--- config.mk ---
export PLATFORM = sky130hd
export DESIGN_NAME = execCore
export DESIGN_NICKNAME = d
export VERILOG_FILES = /design/src/verilog/cpuPkg.sv /design/src/verilog/alu.sv /design/src/verilog/execCore.sv /design/src/verilog/instrDecode.sv /design/src/verilog/pcControl.sv /design/src/verilog/regFile.sv
export SDC_FILE = /design/constraint.sdc
export NUM_CORES = 1
export LEC_CHECK = 0
export ABC_AREA = 0
export BUFFER_PORTS_ARGS = -buffer_cell sky130_fd_sc_hd__buf_2
export CAP_MARGIN = 0
export CORE_MARGIN = 2
export CORE_UTILIZATION = 43
export DETAILED_ROUTE_END_ITERATION = 7
export PLACE_DENSITY = 0.63
export SLEW_MARGIN = 20
export SYNTH_ARGS = -nofsm -noshare
export SYNTH_HDL_FRONTEND = slang
export SYNTH_SLANG_ARGS = --single-unit
--- constraint.sdc ---
create_clock -name clk -period 7.2 [get_ports clk]
set_input_delay 1.8 -clock clk [delete_from_list [all_inputs] [get_ports clk]]
set_output_delay 1.8 -clock clk [all_outputs]
set_load 0.05 [all_outputs]
--- src/verilog/cpuPkg.sv ---
/*
 * Shared definitions for the execute stage
 * Word width, the two views of an instruction word,
 * ALU operation and branch condition codes,
 * status flags with their write mask, decoded control and write-back record
 */
package cpuPkg;

	localparam int dataWidth = 16; // Data and instruction word size

	// One word, read as register form or immediate form
	typedef union packed {
		struct packed {
			logic [3:0] opcode;
			logic [3:0] rDest; // Condition code for Bcond and Jcond
			logic [3:0] opExt; // Secondary opcode
			logic [3:0] rSrc;
		} regForm;
		struct packed {
			logic [3:0] opcode;
			logic [3:0] rDest;
			logic [7:0] imm; // Raw 8-bit immediate or branch displacement
		} immForm;
	} instrWord;

	typedef enum logic [4:0] {
		opNop, opAnd, opOr, opXor, opNot, // Logic
		opAdd, opAddu, opSub, opCmp, // Arithmetic and compare
		opMov, opLui, // Moves
		opLshL, opLshR, opAshL, opAshR, // Shift by immediate amount
		opLshReg, opAshReg, // Shift by signed register amount
		opBranch, opJump, opJal // Control flow
	} aluOpE;

	typedef enum logic [3:0] {
		condEq = 4'h0, condNe = 4'h1, condCs = 4'h2, condCc = 4'h3,
		condHi = 4'h4, condLs = 4'h5, condGt = 4'h6, condLe = 4'h7,
		condFs = 4'h8, condFc = 4'h9, condLo = 4'hA, condHs = 4'hB,
		condLt = 4'hC, condGe = 4'hD, condUc = 4'hE, condNj = 4'hF
	} condE;

	typedef struct packed {
		logic c; // Carry or borrow
		logic f; // Signed overflow
		logic l; // Unsigned lower
		logic z; // Zero or equal
		logic n; // Signed lower
	} psrFlags;

	typedef struct packed {
		psrFlags value; // New flag values
		psrFlags mask; // Set bit means write that flag
	} flagUpdate;

	typedef struct packed {
		aluOpE op;
		logic [3:0] rDest;
		logic [3:0] rSrc;
		logic useImm; // Second operand from imm instead of Rsrc
		logic [dataWidth-1:0] imm; // Already extended or shifted
		logic regWrite; // Result goes to Rdest
		condE cond;
	} execCtrl;

	typedef struct packed {
		logic valid;
		logic [3:0] regAddr; // Register that was written
		logic [dataWidth-1:0] data;
	} wbResult;

endpackage

--- src/verilog/alu.sv ---
/*
 * ALU of the execute stage
 * Logic, add and subtract, compare, moves and shifts,
 * flag values with their write mask, link value and branch or jump target
 */
module alu
(
	input  cpuPkg::execCtrl ctrl,
	input  logic [cpuPkg::dataWidth-1:0] opA, // Rdest value
	input  logic [cpuPkg::dataWidth-1:0] opB, // Rsrc value or immediate
	input  logic [cpuPkg::dataWidth-1:0] pc,
	output logic [cpuPkg::dataWidth-1:0] result,
	output cpuPkg::flagUpdate flagUpd,
	output logic [cpuPkg::dataWidth-1:0] target
);

	localparam int w = cpuPkg::dataWidth;
	localparam int amtW = $clog2(w); // Bits of an in-range shift amount

	logic [w:0] sum; // Top bit is carry out
	logic [w:0] diff; // Top bit is borrow
	logic addOvf;
	logic subOvf;
	logic unsignedLess;
	logic signedLess;
	logic equal;
	logic [w-1:0] logicOut;
	logic shiftRight;
	logic shiftArith;
	logic shiftBig; // Amount of w or more
	logic [w-1:0] shiftMag; // Magnitude of the signed amount
	logic signed [w-1:0] ashrOut;
	logic [w-1:0] shiftOut;

	assign sum = {1'b0, opA} + {1'b0, opB};
	assign diff = {1'b0, opA} - {1'b0, opB};
	// Same input signs but the sum sign differs
	assign addOvf = (opA[w-1] == opB[w-1]) && (sum[w-1] != opA[w-1]);
	// Input signs differ and the difference follows the subtrahend
	assign subOvf = (opA[w-1] != opB[w-1]) && (diff[w-1] != opA[w-1]);
	assign unsignedLess = opA < opB;
	assign signedLess = $signed(opA) < $signed(opB);
	assign equal = opA == opB;

	always_comb
	begin
		case (ctrl.op)
			cpuPkg::opAnd: logicOut = opA & opB;
			cpuPkg::opOr: logicOut = opA | opB;
			cpuPkg::opXor: logicOut = opA ^ opB;
			default: logicOut = ~opA; // NOT complements Rdest
		endcase
	end

	// Immediate amounts arrive zero-extended so only register amounts go negative
	assign shiftArith = ctrl.op inside {cpuPkg::opAshR, cpuPkg::opAshReg};
	assign shiftRight = (ctrl.op inside {cpuPkg::opLshR, cpuPkg::opAshR})
		|| ((ctrl.op inside {cpuPkg::opLshReg, cpuPkg::opAshReg}) && opB[w-1]);
	assign shiftMag = opB[w-1] ? (~opB + 1'b1) : opB;
	assign shiftBig = |shiftMag[w-1:amtW];
	assign ashrOut = $signed(opA) >>> shiftMag[amtW-1:0]; // Sign fill

	always_comb
	begin
		if (shiftBig)
		begin
			shiftOut = (shiftArith && shiftRight) ? {w{opA[w-1]}} : '0; // All shifted out
		end
		else if (shiftRight)
		begin
			shiftOut = shiftArith ? ashrOut : (opA >> shiftMag[amtW-1:0]);
		end
		else
		begin
			shiftOut = opA << shiftMag[amtW-1:0]; // Left is the same for both kinds
		end
	end

	always_comb
	begin
		result = '0;
		flagUpd = '0; // No flag written by default
		target = opB; // Jcond and JAL go to Rsrc
		case (ctrl.op)
			cpuPkg::opAnd, cpuPkg::opOr, cpuPkg::opXor, cpuPkg::opNot:
			begin
				result = logicOut;
				flagUpd.value.z = (logicOut == '0);
				flagUpd.mask.z = 1'b1; // Other flags persist
			end
			cpuPkg::opAdd:
			begin
				result = sum[w-1:0];
				flagUpd.value.c = sum[w];
				flagUpd.value.f = addOvf;
				flagUpd.mask.c = 1'b1;
				flagUpd.mask.f = 1'b1;
			end
			cpuPkg::opAddu: result = sum[w-1:0]; // Flags untouched
			cpuPkg::opSub:
			begin
				result = diff[w-1:0];
				flagUpd.value = '{c: diff[w], f: subOvf, l: unsignedLess, z: equal,
					n: signedLess};
				flagUpd.mask = '1;
			end
			cpuPkg::opCmp: // Compare only, no write-back
			begin
				flagUpd.value.l = unsignedLess;
				flagUpd.value.z = equal;
				flagUpd.value.n = signedLess;
				flagUpd.mask.l = 1'b1;
				flagUpd.mask.z = 1'b1;
				flagUpd.mask.n = 1'b1;
			end
			cpuPkg::opMov, cpuPkg::opLui: result = opB; // LUI byte already placed
			cpuPkg::opLshL, cpuPkg::opLshR, cpuPkg::opAshL, cpuPkg::opAshR,
			cpuPkg::opLshReg, cpuPkg::opAshReg: result = shiftOut;
			cpuPkg::opBranch: target = pc + ctrl.imm; // Signed displacement
			cpuPkg::opJal: result = pc + 1'b1; // Link value
			default: result = '0; // JUMP and NOP produce no data
		endcase
	end

endmodule

--- src/verilog/execCore.sv ---
/*
 * Execute stage top level
 * Decoder, register file, ALU and PC control,
 * second operand select and registered write-back record
 */
module execCore
(
	input  logic clk,
	input  logic rstN,
	input  logic instrValid,
	input  cpuPkg::instrWord instr,
	output cpuPkg::wbResult wb,
	output logic [cpuPkg::dataWidth-1:0] pc,
	output cpuPkg::psrFlags flags
);

	cpuPkg::execCtrl ctrl;
	cpuPkg::flagUpdate flagUpd;
	logic [cpuPkg::dataWidth-1:0] rdData1;
	logic [cpuPkg::dataWidth-1:0] rdData2;
	logic [cpuPkg::dataWidth-1:0] opB;
	logic [cpuPkg::dataWidth-1:0] aluResult;
	logic [cpuPkg::dataWidth-1:0] target;
	logic regWe;

	instrDecode uDecode (.instr(instr), .ctrl(ctrl));

	assign regWe = instrValid && ctrl.regWrite; // No write on idle cycles
	assign opB = ctrl.useImm ? ctrl.imm : rdData2; // Immediate or Rsrc

	regFile uRegFile
	(
		.clk(clk), .rstN(rstN),
		.rdAddr1(ctrl.rDest), .rdAddr2(ctrl.rSrc),
		.rdData1(rdData1), .rdData2(rdData2),
		.wrEn(regWe), .wrAddr(ctrl.rDest), .wrData(aluResult)
	);

	alu uAlu
	(
		.ctrl(ctrl), .opA(rdData1), .opB(opB), .pc(pc),
		.result(aluResult), .flagUpd(flagUpd), .target(target)
	);

	pcControl uPcControl
	(
		.clk(clk), .rstN(rstN), .instrValid(instrValid),
		.op(ctrl.op), .cond(ctrl.cond), .flagUpd(flagUpd), .target(target),
		.pc(pc), .flags(flags)
	);

	// Write-back record mirrors the register write one cycle later
	always_ff @(posedge clk or negedge rstN)
	begin
		if (!rstN)
		begin
			wb <= '0;
		end
		else
		begin
			wb.valid <= regWe; // High for exactly one cycle per write
			wb.regAddr <= ctrl.rDest;
			wb.data <= aluResult;
		end
	end

endmodule

--- src/verilog/instrDecode.sv ---
/*
 * Instruction decoder
 * Maps opcode and opExt to an ALU operation,
 * extends the immediate and picks write and branch controls
 */
module instrDecode
(
	input  cpuPkg::instrWord instr,
	output cpuPkg::execCtrl ctrl
);

	localparam int w = cpuPkg::dataWidth;

	logic [w-1:0] immSext; // Sign-extended 8-bit field
	logic [w-1:0] immZext; // Zero-extended 8-bit field
	logic [w-1:0] shiftAmt; // 4-bit amount from the Rsrc slot

	assign immSext = {{(w-8){instr.immForm.imm[7]}}, instr.immForm.imm};
	assign immZext = {{(w-8){1'b0}}, instr.immForm.imm};
	assign shiftAmt = {{(w-4){1'b0}}, instr.regForm.rSrc};

	always_comb
	begin
		ctrl.op = cpuPkg::opNop; // Unknown words fall through as NOP
		ctrl.rDest = instr.regForm.rDest;
		ctrl.rSrc = instr.regForm.rSrc;
		ctrl.useImm = 1'b0;
		ctrl.imm = '0;
		ctrl.cond = cpuPkg::condUc;
		case (instr.regForm.opcode)
			4'h0: // Register-register group
			begin
				case (instr.regForm.opExt)
					4'h1: ctrl.op = cpuPkg::opAnd;
					4'h2: ctrl.op = cpuPkg::opOr;
					4'h3: ctrl.op = cpuPkg::opXor;
					4'h5: ctrl.op = cpuPkg::opAdd;
					4'h6: ctrl.op = cpuPkg::opAddu;
					4'h9: ctrl.op = cpuPkg::opSub;
					4'hB: ctrl.op = cpuPkg::opCmp;
					4'hD: ctrl.op = cpuPkg::opMov;
					4'hF: ctrl.op = cpuPkg::opNot;
					default: ctrl.op = cpuPkg::opNop;
				endcase
			end
			4'h1: {ctrl.op, ctrl.useImm, ctrl.imm} = {cpuPkg::opAnd, 1'b1, immZext}; // ANDI
			4'h2: {ctrl.op, ctrl.useImm, ctrl.imm} = {cpuPkg::opOr, 1'b1, immZext}; // ORI
			4'h3: {ctrl.op, ctrl.useImm, ctrl.imm} = {cpuPkg::opXor, 1'b1, immZext}; // XORI
			4'h5: {ctrl.op, ctrl.useImm, ctrl.imm} = {cpuPkg::opAdd, 1'b1, immSext}; // ADDI
			4'h6: {ctrl.op, ctrl.useImm, ctrl.imm} = {cpuPkg::opAddu, 1'b1, immSext}; // ADDUI
			4'h9: {ctrl.op, ctrl.useImm, ctrl.imm} = {cpuPkg::opSub, 1'b1, immSext}; // SUBI
			4'hB: {ctrl.op, ctrl.useImm, ctrl.imm} = {cpuPkg::opCmp, 1'b1, immSext}; // CMPI
			4'hD: {ctrl.op, ctrl.useImm, ctrl.imm} = {cpuPkg::opMov, 1'b1, immZext}; // MOVI
			4'hF: // LUI puts the byte on top
			begin
				ctrl.op = cpuPkg::opLui;
				ctrl.useImm = 1'b1;
				ctrl.imm = {instr.immForm.imm, {(w-8){1'b0}}};
			end
			4'h8: // Shift group, opExt bit 0 is the immediate direction
			begin
				ctrl.imm = shiftAmt;
				case (instr.regForm.opExt[3:1])
					3'b000: {ctrl.op, ctrl.useImm} = instr.regForm.opExt[0] ?
						{cpuPkg::opLshR, 1'b1} : {cpuPkg::opLshL, 1'b1}; // LSHI
					3'b001: {ctrl.op, ctrl.useImm} = instr.regForm.opExt[0] ?
						{cpuPkg::opAshR, 1'b1} : {cpuPkg::opAshL, 1'b1}; // ASHUI
					3'b010: ctrl.op = instr.regForm.opExt[0] ? cpuPkg::opNop : cpuPkg::opLshReg;
					3'b011: ctrl.op = instr.regForm.opExt[0] ? cpuPkg::opNop : cpuPkg::opAshReg;
					default: ctrl.op = cpuPkg::opNop;
				endcase
			end
			4'hC: // Bcond, displacement is signed
			begin
				ctrl.op = cpuPkg::opBranch;
				ctrl.useImm = 1'b1;
				ctrl.imm = immSext;
				ctrl.cond = cpuPkg::condE'(instr.immForm.rDest);
			end
			4'h4: // LOAD and STOR stay NOP, no memory here
			begin
				case (instr.regForm.opExt)
					4'h8: ctrl.op = cpuPkg::opJal;
					4'hC:
					begin
						ctrl.op = cpuPkg::opJump; // Jcond
						ctrl.cond = cpuPkg::condE'(instr.regForm.rDest);
					end
					default: ctrl.op = cpuPkg::opNop;
				endcase
			end
			default: ctrl.op = cpuPkg::opNop;
		endcase
		// Compare, NOP and plain branches leave the register file alone
		ctrl.regWrite = !(ctrl.op inside {cpuPkg::opNop, cpuPkg::opCmp,
			cpuPkg::opBranch, cpuPkg::opJump});
	end

endmodule

--- src/verilog/pcControl.sv ---
/*
 * Status register and program counter
 * Condition check on the stored flags, next PC choice,
 * masked flag writes on valid cycles
 */
module pcControl
(
	input  logic clk,
	input  logic rstN,
	input  logic instrValid,
	input  cpuPkg::aluOpE op,
	input  cpuPkg::condE cond,
	input  cpuPkg::flagUpdate flagUpd,
	input  logic [cpuPkg::dataWidth-1:0] target,
	output logic [cpuPkg::dataWidth-1:0] pc,
	output cpuPkg::psrFlags flags
);

	logic taken;
	logic doJump;
	logic [cpuPkg::dataWidth-1:0] pcNext;
	cpuPkg::psrFlags flagsNext;

	always_comb
	begin
		case (cond)
			cpuPkg::condEq: taken = flags.z;
			cpuPkg::condNe: taken = !flags.z;
			cpuPkg::condCs: taken = flags.c;
			cpuPkg::condCc: taken = !flags.c;
			cpuPkg::condHi: taken = !flags.l && !flags.z; // Unsigned above
			cpuPkg::condLs: taken = flags.l || flags.z;
			cpuPkg::condGt: taken = !flags.n && !flags.z; // Signed above
			cpuPkg::condLe: taken = flags.n || flags.z;
			cpuPkg::condFs: taken = flags.f;
			cpuPkg::condFc: taken = !flags.f;
			cpuPkg::condLo: taken = flags.l;
			cpuPkg::condHs: taken = !flags.l;
			cpuPkg::condLt: taken = flags.n;
			cpuPkg::condGe: taken = !flags.n;
			cpuPkg::condUc: taken = 1'b1;
			default: taken = 1'b0; // NJ never taken
		endcase
	end

	// JAL always jumps, branches and jumps only when the condition holds
	assign doJump = (op == cpuPkg::opJal)
		|| ((op == cpuPkg::opBranch || op == cpuPkg::opJump) && taken);
	assign pcNext = doJump ? target : pc + 1'b1;
	assign flagsNext = (flags & ~flagUpd.mask) | (flagUpd.value & flagUpd.mask);

	always_ff @(posedge clk or negedge rstN)
	begin
		if (!rstN)
		begin
			pc <= '0;
			flags <= '0;
		end
		else if (instrValid) // Idle cycles hold state
		begin
			pc <= pcNext;
			flags <= flagsNext; // Only masked bits change
		end
	end

endmodule

--- src/verilog/regFile.sv ---
/*
 * Register file
 * Sixteen words, two combinational read ports, one clocked write port
 */
module regFile
(
	input  logic clk,
	input  logic rstN,
	input  logic [3:0] rdAddr1,
	input  logic [3:0] rdAddr2,
	output logic [cpuPkg::dataWidth-1:0] rdData1,
	output logic [cpuPkg::dataWidth-1:0] rdData2,
	input  logic wrEn,
	input  logic [3:0] wrAddr,
	input  logic [cpuPkg::dataWidth-1:0] wrData
);

	logic [cpuPkg::dataWidth-1:0] regs [16]; // R0 to R15

	// Reads see the stored value, a write this cycle lands on the edge
	assign rdData1 = regs[rdAddr1]; // Rdest operand
	assign rdData2 = regs[rdAddr2]; // Rsrc operand

	always_ff @(posedge clk or negedge rstN)
	begin
		if (!rstN)
		begin
			for (int i = 0; i < 16; i++)
			begin
				regs[i] <= '0; // Whole file starts at zero
			end
		end
		else if (wrEn)
		begin
			regs[wrAddr] <= wrData;
		end
	end

endmodule
==> flow_summary.json <==
{
  "synth_common_cells": "nand2_1 (358), dfrtp_1 (298), o21ai_0 (276)",
  "skew_ps": 36.5,
  "hold_viol": 0,
  "post-route-period-util": 0.924,
  "crit_buf_inv": 5,
  "synth_cell_type_count": 95,
  "hold_class": "reg -> reg",
  "syn_inst": 2526,
  "cts_tree": "built",
  "ys_top_cells_by_area": "dfrtp_1 (33%), mux4_2 (12%), o21ai_0 (6.1%)",
  "tns_ps": 0,
  "nets": 2685,
  "syn_area_um2": 22700,
  "h-tree-depth": 2,
  "min_from": "uRegFile.regs[216]",
  "die_width_um": 234,
  "routed_wl_mm": 93.1,
  "overflow": 0,
  "vias": 21956,
  "status": "complete, no violations",
  "finalSetupViolCount": 0,
  "ys_warn_count": 0,
  "drt_drc_violations_left": 0,
  "insertion_delay_ps": 570,
  "tightest_slew_ps": 1150,
  "min_to": "uRegFile.regs[216]",
  "dieArea_um2": 54700,
  "rrSetupSlack_ps": 2010,
  "synth_nets": 2619,
  "synth_ff_type": "dfrtp_1",
  "initial_core_util": 0.433,
  "synth-seq-cells": 298,
  "cap_violations": 0,
  "max_slew_margin": 0.233,
  "cts-root-buf": "clkbuf_16",
  "nFillCells": 4914,
  "place_area_um2": 24500,
  "path_max_fanout": 27,
  "synth_top_area_frac": 0.328,
  "whs_path_depth": 2,
  "numClockSinks": 298,
  "die-height_um": 234,
  "finalPower_uw": 9580,
  "postSynthAreaPerCell_um2": 9.00,
  "antenna_found_initial": 2,
  "n_antenna_cell": 0,
  "cts_inserted_buffers": 36,
  "path_common_cell": "buf_4",
  "drive_gt1_frac": 0.188,
  "arrival_ps": 7060,
  "slew_violations": 0,
  "io_buffers": 60,
  "postCtsSetupBuffers": 0,
  "r2r-start": "uRegFile.regs[128]",
  "synth_most_common_cell": "nand2_1",
  "cts.hold.buffers_added": 0,
  "worstPathCellList": "buf_2, buf_4, mux4_2, mux2i_1, a21oi_1, a21o_1, inv_1, ha_1, buf_4, nand2_1, a21boi_0, a41o_1, o21a_1, a221o_1, a21o_1, a21oi_1, o221ai_1, a221oi_2, buf_4, o21ai_0",
  "clk_pin_slew_ps": 60,
  "first_global_vias": 21181,
  "firstDrtPassIters": 6,
  "min_period_ps": 6650,
  "gp_congestion": 1.05,
  "grt_usage": 0.343,
  "p_leak_uw": 0.0111,
  "cp-start-kind": "input pin",
  "rows": 84,
  "synth_edf_count": 0,
  "synth_top_area_cell": "dfrtp_1",
  "postLayoutCellArea_um2": 25600,
  "critPathTopFamily": "compound AO/OA/AOI/OAI gates",
  "post_drt_via_cell_ratio": 6.65,
  "area_growth_pct": 12.8,
  "ctsResizeCount": 0,
  "path_class": "in -> reg",
  "dp_hpwl_mm": 68.4,
  "end_kind": "flip-flop",
  "max_stage_delay_ps": 540,
  "ys_seq_area_frac": 0.328,
  "crit_slowest_cell": "a221oi_2",
  "synthArstFlopShare": 1.00,
  "grt_max_degree": 137,
  "grt_pass1_wl_mm": 139,
  "wl_per_cell_um": 28.2,
  "worstPathRequired_ps": 7610,
  "rsz0062_at_grt": "no",
  "cts_max_path_buffers": 3,
  "power_density_nw_per_um2": 374,
  "max_clock_freq_mhz": 150,
  "pin_count": 61,
  "drtIter0Drc": 2478,
  "reg2reg_to": "uRegFile.regs[14]",
  "vdd_drop_max_uv": 260,
  "ant_nets": 0,
  "r2r_cells": 17,
  "core_um2": 52400
}
per-layer routing:
metal / track usage / up-vias / wire (µm)
li1: - / 9561 / -
met1: 0.444 / 10916 / 36900
met2: 0.541 / 1187 / 42400
met3: 0.0635 / 292 / 7800
met4: 0.195 / 0 / 5950
met5: 0 / - / 0
cells in the final DEF (no fill, tap or decap), types with 55 or more instances in the layout:
master | synthesis | final
a21oi_1 | 111 | 110
a22oi_1 | 57 | 57
buf_2 | 42 | 56
buf_4 | 8 | 169
dfrtp_1 | 298 | 298
ha_1 | 71 | 71
inv_1 | 80 | 80
mux2i_1 | 99 | 99
mux4_2 | 119 | 119
nand2_1 | 358 | 358
nand3_1 | 83 | 83
nor2_1 | 145 | 145
nor3_1 | 55 | 55
o21ai_0 | 276 | 276
how the worst max path moves through the flow:
stage / endpoint / startpoint / depth (start not counted)
after floorplan: uRegFile.regs[111] / instr[0] / 23
after global placement: uRegFile.regs[253] / instr[0] / 20
after detailed placement: uRegFile.regs[189] / instr[1] / 20
after CTS: uRegFile.regs[189] / instr[1] / 20
after global routing: uRegFile.regs[189] / instr[0] / 21
final: uRegFile.regs[189] / instr[1] / 20
state kept, by name (all words and copies together) (netlist names), named ones only:
register,cells
uPcControl.pc,16
wb,21
uRegFile.regs,256
metrics by stage:
stage	setup slack [ps]	utilization	hold slack (ps)	instances
2_1_floorplan	266	-	461	2526
3_3_place_gp	233	0.466	475	3242
3_5_place_dp	146	0.466	487	3242
4_1_cts	713	0.488	500	3301
5_1_grt	359	0.489	524	3301
6_report	546	0.489	500	3301
logic make-up (layout without fill, tap and decap cells):
kind of cell	after synthesis	after routing	synth area share
AOI/OAI and AO/OA	810	810	0.236
and+or+nand+nor	784	784	0.156
DFF	298	298	0.328
buffers and inverters	293	380	0.0553
muxes	229	229	0.167
adders and majority gates	74	74	0.0417
xor gates and xnor gates	38	38	0.0150
tightest hold or removal path: cells and delay by family (launching register included):
kind | cells | cell delay (ps)
AOI/OAI and AO/OA | 1 | 70
and+or+nand+nor | 1 | 50
DFF | 1 | 350
final cells by class:
cell class                 count  area (µm²)  share of cell area
inverter                      84         315              0.0123
multi-input combinational   1935       14100               0.549
sequential                   298        7460               0.291
clock inverter                16         175             0.00684
tap                          688         861              0.0336
clock buffer                  43         978              0.0382
timing repair buffer         237        1780              0.0693
power breakdown:
part           total, µW  internal (µW)  switching (µW)
Clock               1830           1080             752
Combinational       4860           1850            3010
Sequential          2900           2320             574
Total               9580           5250            4340
Note: power is estimated with default switching activity, not from simulation.
